`config.mk`:
```
export PLATFORM = sky130hd
export DESIGN_NAME = load_unit
export DESIGN_NICKNAME = d
export VERILOG_FILES = /design/src/source/load_unit_pkg.sv /design/src/source/load_unit.sv /design/src/source/load_result_align.sv /design/src/source/load_request_ctrl.sv /design/src/source/load_buffer_slot.sv
export SDC_FILE = /design/constraint.sdc
export NUM_CORES = 1
export LEC_CHECK = 0
export ABC_AREA = 1
export BUFFER_PORTS_ARGS = -buffer_cell sky130_fd_sc_hd__buf_4
export CORE_ASPECT_RATIO = 0.75
export CORE_MARGIN = 10
export CORE_UTILIZATION = 45
export CTS_CLUSTER_DIAMETER = 100
export DETAILED_ROUTE_END_ITERATION = 6
export PLACE_DENSITY = 0.91
export SYNTH_ARGS = -nofsm -noshare
export SYNTH_HDL_FRONTEND = slang
export SYNTH_SLANG_ARGS = --single-unit
export TNS_END_PERCENT = 100
```
`constraint.sdc`:
```
create_clock -name clk_i -period 7.3 [get_ports clk_i]
set_input_delay 1.095 -clock clk_i [delete_from_list [all_inputs] [get_ports clk_i]]
set_output_delay 1.095 -clock clk_i [all_outputs]
set_load 0.02 [all_outputs]
```
`src/source/load_unit_pkg.sv`:
```
package load_unit_pkg;

  // --------------------------------------------------------------------
  // core and cache widths
  // --------------------------------------------------------------------
  localparam int unsigned XLEN = 64;
  localparam int unsigned VLEN = 39;
  localparam int unsigned PLEN = 56;
  // scoreboard id of the issuing instruction
  localparam int unsigned TRANS_ID_BITS = 3;
  // byte offset inside one 64 bit word
  localparam int unsigned ALIGN_BITS = 3;
  localparam int unsigned BE_BITS = 8;
  // index is the untranslated page offset
  localparam int unsigned DCACHE_INDEX_WIDTH = 12;
  localparam int unsigned DCACHE_TAG_WIDTH = PLEN - DCACHE_INDEX_WIDTH;
  // request id toward the cache, caps the load buffer at 8 entries
  localparam int unsigned DCACHE_ID_BITS = 3;

  // supported load operations
  typedef enum logic [2:0] {
    LD,
    LW,
    LWU,
    LH,
    LHU,
    LB,
    LBU
  } ld_op_e;

  // cache size code, byte 0 up to double 3
  function automatic logic [1:0] transfer_size(ld_op_e op);
    case (op)
      LD:       return 2'b11;
      LW, LWU:  return 2'b10;
      LH, LHU:  return 2'b01;
      default:  return 2'b00;
    endcase
  endfunction

endpackage
```
`src/source/load_unit.sv`:
```
module load_unit #(
  parameter int unsigned NR_LDBUF_ENTRIES = 4
) (
  input  logic                                         clk_i,
  input  logic                                         rst_ni,
  input  logic                                         flush_i,
  // request in
  input  logic                                         valid_i,
  input  logic [load_unit_pkg::VLEN-1:0]               vaddr_i,
  input  load_unit_pkg::ld_op_e                        op_i,
  input  logic [load_unit_pkg::BE_BITS-1:0]            be_i,
  input  logic [load_unit_pkg::TRANS_ID_BITS-1:0]      trans_id_i,
  output logic                                         pop_ld_o,
  // translation
  output logic                                         translation_req_o,
  input  logic [load_unit_pkg::PLEN-1:0]               paddr_i,
  input  logic                                         dtlb_hit_i,
  // store check
  input  logic                                         page_offset_matches_i,
  // cache request
  output logic                                         data_req_o,
  output logic [load_unit_pkg::DCACHE_INDEX_WIDTH-1:0] address_index_o,
  output logic [load_unit_pkg::DCACHE_TAG_WIDTH-1:0]   address_tag_o,
  output logic [load_unit_pkg::DCACHE_ID_BITS-1:0]     data_id_o,
  output logic [load_unit_pkg::BE_BITS-1:0]            data_be_o,
  output logic [1:0]                                   data_size_o,
  output logic                                         tag_valid_o,
  output logic                                         kill_req_o,
  input  logic                                         data_gnt_i,
  // cache response
  input  logic                                         data_rvalid_i,
  input  logic [load_unit_pkg::DCACHE_ID_BITS-1:0]     data_rid_i,
  input  logic [load_unit_pkg::XLEN-1:0]               data_rdata_i,
  // result
  output logic                                         valid_o,
  output logic [load_unit_pkg::TRANS_ID_BITS-1:0]      trans_id_o,
  output logic [load_unit_pkg::XLEN-1:0]               result_o
);

  localparam int unsigned ID_W = $clog2(NR_LDBUF_ENTRIES);

  // slot flags and fields
  logic [NR_LDBUF_ENTRIES-1:0] slot_valid;
  logic [NR_LDBUF_ENTRIES-1:0] slot_flushed;
  logic [NR_LDBUF_ENTRIES-1:0] slot_we;
  logic [NR_LDBUF_ENTRIES-1:0] slot_free;
  logic [NR_LDBUF_ENTRIES-1:0][load_unit_pkg::TRANS_ID_BITS-1:0] slot_trans_id;
  logic [NR_LDBUF_ENTRIES-1:0][load_unit_pkg::ALIGN_BITS-1:0]    slot_offset;
  load_unit_pkg::ld_op_e [NR_LDBUF_ENTRIES-1:0] slot_op;

  // entry being written on grant
  logic [load_unit_pkg::TRANS_ID_BITS-1:0] entry_trans_id;
  logic [load_unit_pkg::ALIGN_BITS-1:0]    entry_offset;
  load_unit_pkg::ld_op_e                   entry_op;
  logic [ID_W-1:0]                         last_id;

  // --------------------------------------------------------------------
  // request side
  // --------------------------------------------------------------------
  load_request_ctrl #(
    .NR_LDBUF_ENTRIES (NR_LDBUF_ENTRIES)
  ) u_req_ctrl (
    .clk_i                 (clk_i),
    .rst_ni                (rst_ni),
    .flush_i               (flush_i),
    .valid_i               (valid_i),
    .vaddr_i               (vaddr_i),
    .op_i                  (op_i),
    .be_i                  (be_i),
    .trans_id_i            (trans_id_i),
    .pop_ld_o              (pop_ld_o),
    .translation_req_o     (translation_req_o),
    .paddr_i               (paddr_i),
    .dtlb_hit_i            (dtlb_hit_i),
    .page_offset_matches_i (page_offset_matches_i),
    .data_req_o            (data_req_o),
    .address_index_o       (address_index_o),
    .address_tag_o         (address_tag_o),
    .data_id_o             (data_id_o),
    .data_be_o             (data_be_o),
    .data_size_o           (data_size_o),
    .tag_valid_o           (tag_valid_o),
    .kill_req_o            (kill_req_o),
    .data_gnt_i            (data_gnt_i),
    .slot_valid_i          (slot_valid),
    .slot_we_o             (slot_we),
    .entry_trans_id_o      (entry_trans_id),
    .entry_offset_o        (entry_offset),
    .entry_op_o            (entry_op),
    .last_id_o             (last_id)
  );

  // one slot per outstanding load
  for (genvar i = 0; i < NR_LDBUF_ENTRIES; i++) begin : gen_ldbuf
    load_buffer_slot u_slot (
      .clk_i      (clk_i),
      .rst_ni     (rst_ni),
      .flush_i    (flush_i),
      .we_i       (slot_we[i]),
      .free_i     (slot_free[i]),
      .trans_id_i (entry_trans_id),
      .offset_i   (entry_offset),
      .op_i       (entry_op),
      .valid_o    (slot_valid[i]),
      .flushed_o  (slot_flushed[i]),
      .trans_id_o (slot_trans_id[i]),
      .offset_o   (slot_offset[i]),
      .op_o       (slot_op[i])
    );
  end

  // --------------------------------------------------------------------
  // response side
  // --------------------------------------------------------------------
  load_result_align #(
    .NR_LDBUF_ENTRIES (NR_LDBUF_ENTRIES)
  ) u_align (
    .clk_i           (clk_i),
    .rst_ni          (rst_ni),
    .data_rvalid_i   (data_rvalid_i),
    .data_rid_i      (data_rid_i),
    .data_rdata_i    (data_rdata_i),
    .slot_valid_i    (slot_valid),
    .slot_flushed_i  (slot_flushed),
    .slot_trans_id_i (slot_trans_id),
    .slot_offset_i   (slot_offset),
    .slot_op_i       (slot_op),
    .slot_free_o     (slot_free),
    .last_id_i       (last_id),
    .kill_req_i      (kill_req_o),
    .valid_o         (valid_o),
    .trans_id_o      (trans_id_o),
    .result_o        (result_o)
  );

endmodule

```
`src/source/load_result_align.sv`:
```
module load_result_align #(
  parameter int unsigned NR_LDBUF_ENTRIES = 4
) (
  input  logic                                   clk_i,
  input  logic                                   rst_ni,
  // cache response, no back-pressure
  input  logic                                   data_rvalid_i,
  input  logic [load_unit_pkg::DCACHE_ID_BITS-1:0] data_rid_i,
  input  logic [load_unit_pkg::XLEN-1:0]         data_rdata_i,
  // all slots
  input  logic [NR_LDBUF_ENTRIES-1:0]            slot_valid_i,
  input  logic [NR_LDBUF_ENTRIES-1:0]            slot_flushed_i,
  input  logic [NR_LDBUF_ENTRIES-1:0][load_unit_pkg::TRANS_ID_BITS-1:0] slot_trans_id_i,
  input  logic [NR_LDBUF_ENTRIES-1:0][load_unit_pkg::ALIGN_BITS-1:0]    slot_offset_i,
  input  load_unit_pkg::ld_op_e [NR_LDBUF_ENTRIES-1:0] slot_op_i,
  output logic [NR_LDBUF_ENTRIES-1:0]            slot_free_o,
  // tag cycle state from the controller
  input  logic [$clog2(NR_LDBUF_ENTRIES)-1:0]    last_id_i,
  input  logic                                   kill_req_i,
  // result toward writeback
  output logic                                   valid_o,
  output logic [load_unit_pkg::TRANS_ID_BITS-1:0] trans_id_o,
  output logic [load_unit_pkg::XLEN-1:0]         result_o
);

  localparam int unsigned ID_W = $clog2(NR_LDBUF_ENTRIES);

  logic [ID_W-1:0] rid;
  load_unit_pkg::ld_op_e rd_op;
  logic [load_unit_pkg::XLEN-1:0] shifted;
  logic is_signed;
  logic fill_bit;

  // --------------------------------------------------------------------
  // slot read and release
  // --------------------------------------------------------------------
  assign rid   = data_rid_i[ID_W-1:0];
  assign rd_op = slot_op_i[rid];

  always_comb begin
    slot_free_o = '0;
    if (data_rvalid_i) begin
      slot_free_o[rid] = 1'b1;
    end
  end

  assign trans_id_o = slot_trans_id_i[rid];

  // drop flushed loads and the one being killed right now
  assign valid_o = data_rvalid_i & ~slot_flushed_i[rid]
                 & ~(kill_req_i & (last_id_i == rid));

  // --------------------------------------------------------------------
  // realign and extend
  // --------------------------------------------------------------------
  // addressed byte moves down to bit 0
  assign shifted = data_rdata_i >> {slot_offset_i[rid], 3'b000};

  assign is_signed = rd_op inside {load_unit_pkg::LW, load_unit_pkg::LH, load_unit_pkg::LB};

  // top bit of the loaded field, zero for unsigned ops
  always_comb begin
    case (rd_op)
      load_unit_pkg::LW: fill_bit = shifted[31];
      load_unit_pkg::LH: fill_bit = shifted[15];
      default:           fill_bit = shifted[7];
    endcase
    fill_bit = fill_bit & is_signed;
  end

  always_comb begin
    case (rd_op)
      load_unit_pkg::LW, load_unit_pkg::LWU: result_o = {{32{fill_bit}}, shifted[31:0]};
      load_unit_pkg::LH, load_unit_pkg::LHU: result_o = {{48{fill_bit}}, shifted[15:0]};
      load_unit_pkg::LB, load_unit_pkg::LBU: result_o = {{56{fill_bit}}, shifted[7:0]};
      // full double word
      default:                               result_o = shifted;
    endcase
  end

  // cache answers only requests it granted
  a_rid_names_valid_slot : assert property (
    @(posedge clk_i) disable iff (!rst_ni) data_rvalid_i |-> slot_valid_i[rid]
  ) else $error("cache response for a load buffer slot that is not outstanding");

endmodule

```
`src/source/load_request_ctrl.sv`:
```
module load_request_ctrl #(
  parameter int unsigned NR_LDBUF_ENTRIES = 4
) (
  input  logic                                         clk_i,
  input  logic                                         rst_ni,
  input  logic                                         flush_i,
  // request from the issue side
  input  logic                                         valid_i,
  input  logic [load_unit_pkg::VLEN-1:0]               vaddr_i,
  input  load_unit_pkg::ld_op_e                        op_i,
  input  logic [load_unit_pkg::BE_BITS-1:0]            be_i,
  input  logic [load_unit_pkg::TRANS_ID_BITS-1:0]      trans_id_i,
  output logic                                         pop_ld_o,
  // translation
  output logic                                         translation_req_o,
  input  logic [load_unit_pkg::PLEN-1:0]               paddr_i,
  input  logic                                         dtlb_hit_i,
  // pending store check
  input  logic                                         page_offset_matches_i,
  // cache request
  output logic                                         data_req_o,
  output logic [load_unit_pkg::DCACHE_INDEX_WIDTH-1:0] address_index_o,
  output logic [load_unit_pkg::DCACHE_TAG_WIDTH-1:0]   address_tag_o,
  output logic [load_unit_pkg::DCACHE_ID_BITS-1:0]     data_id_o,
  output logic [load_unit_pkg::BE_BITS-1:0]            data_be_o,
  output logic [1:0]                                   data_size_o,
  output logic                                         tag_valid_o,
  output logic                                         kill_req_o,
  input  logic                                         data_gnt_i,
  // load buffer slots
  input  logic [NR_LDBUF_ENTRIES-1:0]                  slot_valid_i,
  output logic [NR_LDBUF_ENTRIES-1:0]                  slot_we_o,
  output logic [load_unit_pkg::TRANS_ID_BITS-1:0]      entry_trans_id_o,
  output logic [load_unit_pkg::ALIGN_BITS-1:0]         entry_offset_o,
  output load_unit_pkg::ld_op_e                        entry_op_o,
  // slot of the most recent grant, for the aligner
  output logic [$clog2(NR_LDBUF_ENTRIES)-1:0]          last_id_o
);

  localparam int unsigned ID_W = $clog2(NR_LDBUF_ENTRIES);

  typedef enum logic [2:0] {
    IDLE,
    WAIT_PAGE_OFFSET,
    WAIT_GNT,
    SEND_TAG,
    ABORT_TRANSACTION,
    WAIT_TRANSLATION,
    WAIT_FLUSH
  } state_e;

  state_e state_q, state_d;

  logic [ID_W-1:0] free_idx;
  logic buf_full;
  logic accept_req;
  logic grant;
  logic [load_unit_pkg::DCACHE_TAG_WIDTH-1:0] tag_q;

  // --------------------------------------------------------------------
  // free slot search
  // --------------------------------------------------------------------
  assign buf_full = &slot_valid_i;

  // lowest invalid slot wins, scan from the top down
  always_comb begin
    free_idx = '0;
    for (int i = NR_LDBUF_ENTRIES - 1; i >= 0; i--) begin
      if (!slot_valid_i[i]) begin
        free_idx = ID_W'(i);
      end
    end
  end

  // every grant allocates a slot, even one that is aborted later
  assign grant = data_req_o & data_gnt_i;

  always_comb begin
    slot_we_o = '0;
    if (grant) begin
      slot_we_o[free_idx] = 1'b1;
    end
  end

  // entry payload straight from the request
  assign entry_trans_id_o = trans_id_i;
  assign entry_offset_o   = vaddr_i[load_unit_pkg::ALIGN_BITS-1:0];
  assign entry_op_o       = op_i;

  // cache sees the slot index as request id
  always_comb begin
    data_id_o = '0;
    data_id_o[ID_W-1:0] = free_idx;
  end

  // index goes out first, untranslated
  assign address_index_o = vaddr_i[load_unit_pkg::DCACHE_INDEX_WIDTH-1:0];
  assign data_be_o       = be_i;
  assign data_size_o     = load_unit_pkg::transfer_size(op_i);
  // tag captured at grant, sent in the following cycle
  assign address_tag_o   = tag_q;

  // --------------------------------------------------------------------
  // request FSM
  // --------------------------------------------------------------------
  assign accept_req = valid_i & ~buf_full;

  always_comb begin
    state_d           = state_q;
    translation_req_o = 1'b0;
    data_req_o        = 1'b0;
    tag_valid_o       = 1'b0;
    kill_req_o        = 1'b0;
    pop_ld_o          = 1'b0;

    case (state_q)
      // SEND_TAG finishes the previous load and may start the next one
      IDLE, SEND_TAG: begin
        tag_valid_o = (state_q == SEND_TAG);
        state_d     = IDLE;
        if (accept_req) begin
          // translate early, even if a store blocks the offset
          translation_req_o = 1'b1;
          if (page_offset_matches_i) begin
            state_d = WAIT_PAGE_OFFSET;
          end else begin
            data_req_o = 1'b1;
            if (!data_gnt_i) begin
              state_d = WAIT_GNT;
            end else if (!dtlb_hit_i) begin
              state_d = ABORT_TRANSACTION;
            end else begin
              state_d  = SEND_TAG;
              pop_ld_o = 1'b1;
            end
          end
        end
      end
      // a store to the same page offset is still pending
      WAIT_PAGE_OFFSET: begin
        if (!page_offset_matches_i) begin
          state_d = WAIT_GNT;
        end
      end
      WAIT_GNT: begin
        translation_req_o = 1'b1;
        data_req_o        = 1'b1;
        if (data_gnt_i) begin
          if (!dtlb_hit_i) begin
            state_d = ABORT_TRANSACTION;
          end else begin
            state_d  = SEND_TAG;
            pop_ld_o = 1'b1;
          end
        end
      end
      // tlb missed after grant, drop the cache request
      ABORT_TRANSACTION: begin
        kill_req_o  = 1'b1;
        tag_valid_o = 1'b1;
        state_d     = WAIT_TRANSLATION;
      end
      // hold the translation request until the walk is done
      WAIT_TRANSLATION: begin
        translation_req_o = 1'b1;
        if (dtlb_hit_i) begin
          state_d = WAIT_GNT;
        end
      end
      // kill whatever tag cycle was due
      WAIT_FLUSH: begin
        kill_req_o  = 1'b1;
        tag_valid_o = 1'b1;
        state_d     = IDLE;
      end
      default: begin
        state_d = IDLE;
      end
    endcase

    if (flush_i) begin
      state_d = WAIT_FLUSH;
    end
  end

  always_ff @(posedge clk_i or negedge rst_ni) begin
    if (!rst_ni) begin
      state_q   <= IDLE;
      last_id_o <= '0;
    end else begin
      state_q <= state_d;
      if (grant) begin
        last_id_o <= free_idx;
      end
    end
  end

  always_ff @(posedge clk_i) begin
    if (grant) begin
      tag_q <= paddr_i[load_unit_pkg::PLEN-1:load_unit_pkg::DCACHE_INDEX_WIDTH];
    end
  end

  // a cache grant must never find the load buffer full
  a_no_grant_when_full : assert property (
    @(posedge clk_i) disable iff (!rst_ni) grant |-> !buf_full
  ) else $error("cache grant taken with every load buffer slot valid");

endmodule

```
`src/source/load_buffer_slot.sv`:
```
module load_buffer_slot (
  input  logic                                    clk_i,
  input  logic                                    rst_ni,
  input  logic                                    flush_i,
  input  logic                                    we_i,
  input  logic                                    free_i,
  input  logic [load_unit_pkg::TRANS_ID_BITS-1:0] trans_id_i,
  input  logic [load_unit_pkg::ALIGN_BITS-1:0]    offset_i,
  input  load_unit_pkg::ld_op_e                   op_i,
  output logic                                    valid_o,
  output logic                                    flushed_o,
  output logic [load_unit_pkg::TRANS_ID_BITS-1:0] trans_id_o,
  output logic [load_unit_pkg::ALIGN_BITS-1:0]    offset_o,
  output load_unit_pkg::ld_op_e                   op_o
);

  // --------------------------------------------------------------------
  // entry flags
  // --------------------------------------------------------------------
  always_ff @(posedge clk_i or negedge rst_ni) begin
    if (!rst_ni) begin
      valid_o   <= 1'b0;
      flushed_o <= 1'b0;
    end else begin
      // a new load wins over free and flush
      if (we_i) begin
        valid_o   <= 1'b1;
        flushed_o <= 1'b0;
      end else begin
        if (free_i) begin
          valid_o <= 1'b0;
        end
        // response still comes back, but is dropped
        if (flush_i) begin
          flushed_o <= 1'b1;
        end
      end
    end
  end

  // payload of the outstanding load
  always_ff @(posedge clk_i) begin
    if (we_i) begin
      trans_id_o <= trans_id_i;
      offset_o   <= offset_i;
      op_o       <= op_i;
    end
  end

  // the controller only allocates free slots
  a_write_free_slot : assert property (
    @(posedge clk_i) disable iff (!rst_ni) we_i |-> !valid_o
  ) else $error("load buffer slot overwritten while outstanding");

endmodule

```
==> Word level (Yosys, flattened, before mapping) <==
Cells that the tools add are included.
{ "classes": {"n_addsub": 0, "muxes": 55, "mul": 0, "n_bitwise": 9, "reduce_logical": 23, "shifts": 1, "order_cmp": 4, "n_eq_ne": 20, "n_div": 0} }
{ "ops": {"columns": ["cell", "count"], "rows": [
  ["64-bit case mux with 3 select lines", 1],
  ["64-bit by 6-bit right shift with 64-bit output", 1],
  ["3-bit 2-to-1 mux", 11],
  ["1-bit 2-to-1 mux", 24],
  ["3-bit == test, second input constant", 7],
  ["3-bit binary-select mux with 2-bit select", 3],
  ["3-bit by 2-bit == test with 1-bit output, second input constant", 6],
  ["2-bit nonzero test", 8],
  ["2-bit OR reduction", 8],
  ["3-bit case mux with 5 select lines", 1],
  ["1-bit case mux with 2 select lines", 5],
  ["3-bit by 1-bit == test with 1-bit output, second input constant", 3],
  ["3-bit inequality test, second input constant", 3],
  ["2-bit 2-to-1 mux", 4],
  ["4-bit 2-to-1 mux", 2],
  ["1-bit bitwise AND", 6],
  ["3-bit logical NOT", 2],
  ["2-bit by 3-bit less-than comparator with 1-bit output, second input constant", 2],
  ["2-bit case mux with 3 select lines", 1],
  ["1-bit demux with 2-bit select", 2],
  ["2-bit by 1-bit greater-or-equal comparator with 1-bit output, second input constant", 2],
  ["4-bit AND reduction", 1],
  ["1-bit NOT", 3],
  ["3-bit AND reduction", 1],
  ["4 further kinds", 5]
]} }
{ "word_totals": {"register_bits": 93, "out_inout_bits": 142, "mem_count": 0, "word_cells": 135, "latchBits": 0, "in_bits": 184, "mem_bits_ro": 0, "ramBits": 0} }

==> Logic depth before layout (Yosys ltp) <==
{ "depth": {"word_depth": 10, "depth_mapped": 14, "ltp_nobuf": 12} }

==> By module <==
A second synthesis with hierarchy kept.
{ "unflattened": {"cells_unflattened": 819, "area_unflattened_um2": 6344.8} }
{ "modules_own_cells": {"columns": ["module", "instances", "area_per_inst_um2", "seq_area_each_um2", "cells_each"], "rows": [
  ["load_result_align", 1, 2919.0, 0.0, 591],
  ["load_request_ctrl", 1, 2054.5, 1446.4, 160],
  ["load_buffer_slot", 4, 342.8, 320.3, 17]
]} }

==> Worst setup path after synthesis <==
Ideal clock, no wire load.
{ "synth_path": {"path_kind": "input-to-output", "from": "input port data_rid_i[1] (netlist name)", "to": "output port result_o[1] (netlist name)", "required_time_ns": 6.205, "arrival_ns": 2.590, "setup_slack_ns": 3.615, "path_stages": 9, "n_path_buf": 3, "path_cell_list": "buf_4 > inv_2 > nand2_1 > nand2_1 > inv_2 > buf_2 > clkbuf_1 > o21ai_0 > o21ai_0"} }
{ "synth_between": {"elab_chain_len": 4} }
{ "synth_lines": {"columns": ["element", "line_no", "text"], "rows": [
  ["start, declared", "load_unit.sv:32", "input logic [load_unit_pkg::DCACHE_ID_BITS-1:0] data_rid_i,"],
  ["3-bit binary-select mux with 2-bit select", "load_result_align.sv:57", "assign shifted = data_rdata_i >> {slot_offset_i[rid], 3'b000};"],
  ["3-bit 2-to-1 mux (not written as such)", "load_result_align.sv:57", null],
  ["64-bit by 6-bit right shift with 64-bit output", "load_result_align.sv:57", null],
  ["64-bit case mux with 3 select lines", "load_result_align.sv:72", "case (rd_op)"],
  ["end, declared", "load_unit.sv:37", "output logic [load_unit_pkg::XLEN-1:0] result_o"]
]} }
No other way between the ends. The select of a mux whose other input is x is not followed.

==> Worst setup path in the final report <==
{ "layout_path": {"from": "input port data_rid_i[0] (netlist name)", "to": "output port result_o[62] (netlist name)"} }
{ "layout_between": {"elab_chain_len": 6, "elab_cells_between_ends": 18, "cone_classes": "6 x eq/ne; 1 x shift; 6 x mux; 1 x bitwise; 4 x reduce/logical"} }
{ "layout_lines": {"columns": ["element", "line_no", "text"], "rows": [
  ["3-bit binary-select mux with 2-bit select (on tied branches)", "load_result_align.sv:57, load_result_align.sv:38", null],
  ["3-bit 2-to-1 mux (on tied branches)", "load_result_align.sv:57, load_result_align.sv:38", null],
  ["64-bit by 6-bit right shift with 64-bit output (tied with other cells)", "load_result_align.sv:57", null],
  ["1-bit case mux with 2 select lines or 3-bit nonzero test (tied branches)", "load_result_align.sv:63, load_result_align.sv:59", null],
  ["1-bit bitwise AND", "load_result_align.sv:68", "fill_bit = fill_bit & is_signed;"],
  ["64-bit case mux with 3 select lines (*)", "load_result_align.sv:72", null]
]} }
Mark *: on every way between the ends. The rest lies on a longest branch, timed or not. The select of a mux whose other input is x is not followed.

==> results.sh <==
export IMPL_status="complete, no violations"
export IMPL_rsz0062_at_grt="no"
export IMPL_cts_tree="done"
export IMPL_critPathKind="primary input to primary output"
export IMPL_ys_flop_type="edfxtp_1"
export IMPL_antenna_left=0
export IMPL_clock_root_buffer="clkbuf_16"
export IMPL_synth_edf_count=80
export IMPL_crit_fanout=103
export IMPL_rows=36
export IMPL_reg2reg_depth=11
export IMPL_worstPathRequired_ns=6.20
export IMPL_p_comb_frac=0.385
export IMPL_period_share=0.796
export IMPL_r2r_end="gen_ldbuf[2].u_slot.trans_id_o[0]"
export IMPL_synth_top_family_by_area="simple AND/OR/NAND/NOR gates"
export IMPL_via_per_inst=5.57
export IMPL_synth_adder_area_share=0
export IMPL_holdCritStartpoint="gen_ldbuf[3].u_slot.flushed_o"
export IMPL_clkSlewWorstSetupHoldPaths_ns=0.07
export IMPL_p_per_area_nw_per_um2=220
export IMPL_finalSetupViolCount=0
export IMPL_grt_pass1_vias=6044
export IMPL_start_kind="primary input"
export IMPL_crit_buf_inv=4
export IMPL_instances_no_fill=1161
export IMPL_routabilityCongestion=0.889
export IMPL_relSlewSlack=0.296
export IMPL_hold_depth=2
export IMPL_fp_dieW_um=155
export IMPL_syn_area_per_cell_um2=7.78
export IMPL_synth_top_cell_area_share=0.390
export IMPL_io_pins=326
export IMPL_cts_buffer_depth=2
export IMPL_pwr_share_clk=0.250
export IMPL_routedWlPerCell_um=18.6
export IMPL_synth_commonest_cells="234 x nand2_1, 86 x nand3_1, 80 x edfxtp_1, 70 x o21ai_0, 63 x inv_1"
export IMPL_synthXorXnorAreaFrac=0.00284
export IMPL_drive_gt1_frac=0.302
export IMPL_synthSimpleGateAreaFrac=0.298
export IMPL_regToRegSetupSlack_ns=5.04
export IMPL_holdPathEnd="gen_ldbuf[3].u_slot.flushed_o"
export IMPL_overflow=0
export IMPL_clock_latency_ns=0.34
export IMPL_initial_core_util=0.467
export IMPL_finalMaxSlewViolations=0
export IMPL_grt_pass1_wl_um=32500
export IMPL_clock_skew_final_ns=0.00778
export IMPL_worstReg2RegStart="u_req_ctrl.state_q[0]"
export IMPL_antenna_found_initial=0
export IMPL_drv_cap=0
export IMPL_cp_cell_sequence="buf_4 -> inv_2 -> nand2_1 -> nand2_1 -> nand2_2 -> nand2_4 -> inv_2 -> nand3_1 -> nand3_1 -> nand3_2 -> nand4_1 -> buf_4"
export IMPL_hold_buffers=0
export IMPL_gr_usage_all_layers=0.214
export IMPL_port_buffers=250
export IMPL_holdCritPathClass="flop to flop"
export IMPL_switching_share=0.370
export IMPL_synthTopCellsByArea="edfxtp_1 39%, nand2_1 14%, nand3_1 7.0%"
export IMPL_design_area_um2=8080
export IMPL_synthesis_instances=792
export IMPL_min_period_ns=5.81
export IMPL_synth_fp_nets=976
export IMPL_area_growth_pct=31.2
export IMPL_totalWireLength_um=21600
export IMPL_cp_end_kind="primary output"
export IMPL_synth_seq_cells=93
export IMPL_first_pass_iters=7
export IMPL_ys_seq_area_frac=0.443
export IMPL_slowest_delay_ns=0.73
export IMPL_dp_cells=1146
export IMPL_slowest_stage="nand3_2"
export IMPL_setup_tns_ns=0
export IMPL_internal_power_mw=1.12
export IMPL_place_area_um2=7800
export IMPL_cts_buffers_inserted=9
export IMPL_worstSetupPathDepth=12
export IMPL_synth_top_cell_by_area="edfxtp_1"
export IMPL_postCtsResizedCells=0
export IMPL_htree_levels=3
export IMPL_dp_slack_ns=1.67
export IMPL_synth_compound_area_share=0.132
export IMPL_grt_max_degree=104
export IMPL_finish_net_count=1170
export IMPL_tightest_slew_ns=1.05
export IMPL_yosysMostFrequentCell="nand2_1"
export IMPL_synthesis_area_um2=6160
export IMPL_switchingPower_mw=0.659
export IMPL_synth_warnings=0
export IMPL_dieHeight_um=121
export IMPL_fmaxAchievable_ghz=0.172
export IMPL_crit_family="simple AND/OR/NAND/NOR gates"
export IMPL_remaining_drc_errors=0
export IMPL_ir_drop_uv=151
export IMPL_dpl_hpwl_um=15900
export IMPL_muxShareOfSynthArea=0
export IMPL_ys_types=38
export IMPL_finalWorstSetupSlack_ns=1.49
export IMPL_ys_async_sr_fraction=0.140
export IMPL_cts_setup_buffers=0
export IMPL_fillers=1066
export IMPL_p_seq_frac=0.366
export IMPL_finalHoldViolCount=0
export IMPL_cts_sinks=93
export IMPL_p_leak_nw=3.87
export IMPL_die_area_um2=18800
export IMPL_crit_arrival_ns=4.72
export IMPL_n_antenna_cell=0
export IMPL_coreArea_um2=13200
export IMPL_vias=6466
export IMPL_drt_iter0_drc=868
==> power groups by stage <==
stage               combinational [mW]  clock, mW  sequential [mW]
global placement                 0.667          0            0.659
detailed placement               0.678          0            0.662
finish                           0.685      0.445            0.652
CTS                              0.683      0.449            0.651
global route                     0.742      0.466            0.656
floorplan                        0.401          0            0.678
==> metrics by stage <==
step | power (mW) | hold WS (ns) | utilization
after floorplan | 1.08 | 0.454 | -
after global placement | 1.33 | 0.470 | 0.591
after detailed placement | 1.34 | 0.471 | 0.591
after CTS | 1.78 | 0.489 | 0.613
after global routing | 1.86 | 0.546 | 0.613
final | 1.78 | 0.490 | 0.613
==> worst register-to-register path, stage by stage, from the launching register on <==
cell,delay (ns)
dfrtp_1,0.40
inv_1,0.09
nor2_1,0.08
inv_1,0.09
nand3_1,0.06
nor2_1,0.15
nand2_1,0.11
nand2_1,0.11
nand2_1,0.15
inv_1,0.13
nand3_1,0.14
inv_1,0.40
==> worst max path at each step <==
stage,start,endpoint,slack (ns)
final,data_rid_i[0],result_o[62],1.49
after global routing,data_rid_i[0],result_o[62],1.14
after CTS,data_rid_i[0],result_o[62],1.61
after detailed placement,data_rid_i[0],result_o[62],1.67
after global placement,data_rid_i[0],result_o[62],1.75
after floorplan,data_rid_i[1],result_o[1],3.61
==> sequential cells by signal, indices dropped and copies added (netlist names) <==
| register | count |
|---|---|
| gen_ldbuf.u_slot.valid_o | 4 |
| u_req_ctrl.last_id_o | 2 |
| u_req_ctrl.address_tag_o | 44 |
| gen_ldbuf.u_slot.op_o | 12 |
| gen_ldbuf.u_slot.flushed_o | 4 |
| gen_ldbuf.u_slot.trans_id_o | 12 |
| u_req_ctrl.state_q | 3 |
| gen_ldbuf.u_slot.offset_o | 12 |
==> layout by cell type (no fill, tap or decap), types with 6 or more instances in the layout <==
master,n
a21oi_1,18
a22oi_1,6
buf_4,255
clkbuf_16,9
dfrtp_1,13
edfxtp_1,80
inv_1,63
inv_2,8
nand2_1,233
nand2_2,6
nand3_1,86
nand4_1,32
nor2_1,34
o211ai_1,27
o21ai_0,70
o21ai_1,15
==> cells by family (layout without fill, tap and decap cells) <==
group                     after synthesis  count (layout)
and+or+nand+nor                       411             411
DFF                                    93              93
xor gates and xnor gates                2               2
buffers and inverters                 143             341
AOI/OAI and AO/OA                     142             142
other                                   1               1
==> routing by layer <==
| layer | up-vias | track usage | wire, µm |
|---|---|---|---|
| met5 | - | 0 | 0 |
| met4 | 0 | 0.0612 | 531 |
| met3 | 62 | 0.0723 | 2550 |
| met2 | 435 | 0.366 | 10700 |
| met1 | 2907 | 0.249 | 7750 |
| li1 | 3062 | - | - |
==> final cells by class <==
| class | count | area [µm²] | share of cell area |
|---|---|---|---|
| Inverter | 71 | 267 | 0.0330 |
| Multi-Input combinational cell | 556 | 2680 | 0.331 |
| Sequential cell | 93 | 2730 | 0.337 |
| Timing Repair Buffer | 255 | 1910 | 0.237 |
| Clock inverter | 6 | 60.1 | 0.00743 |
| Tap cell | 171 | 214 | 0.0265 |
| Clock buffer | 9 | 225 | 0.0279 |
Note: power is estimated with default switching activity, not from simulation.
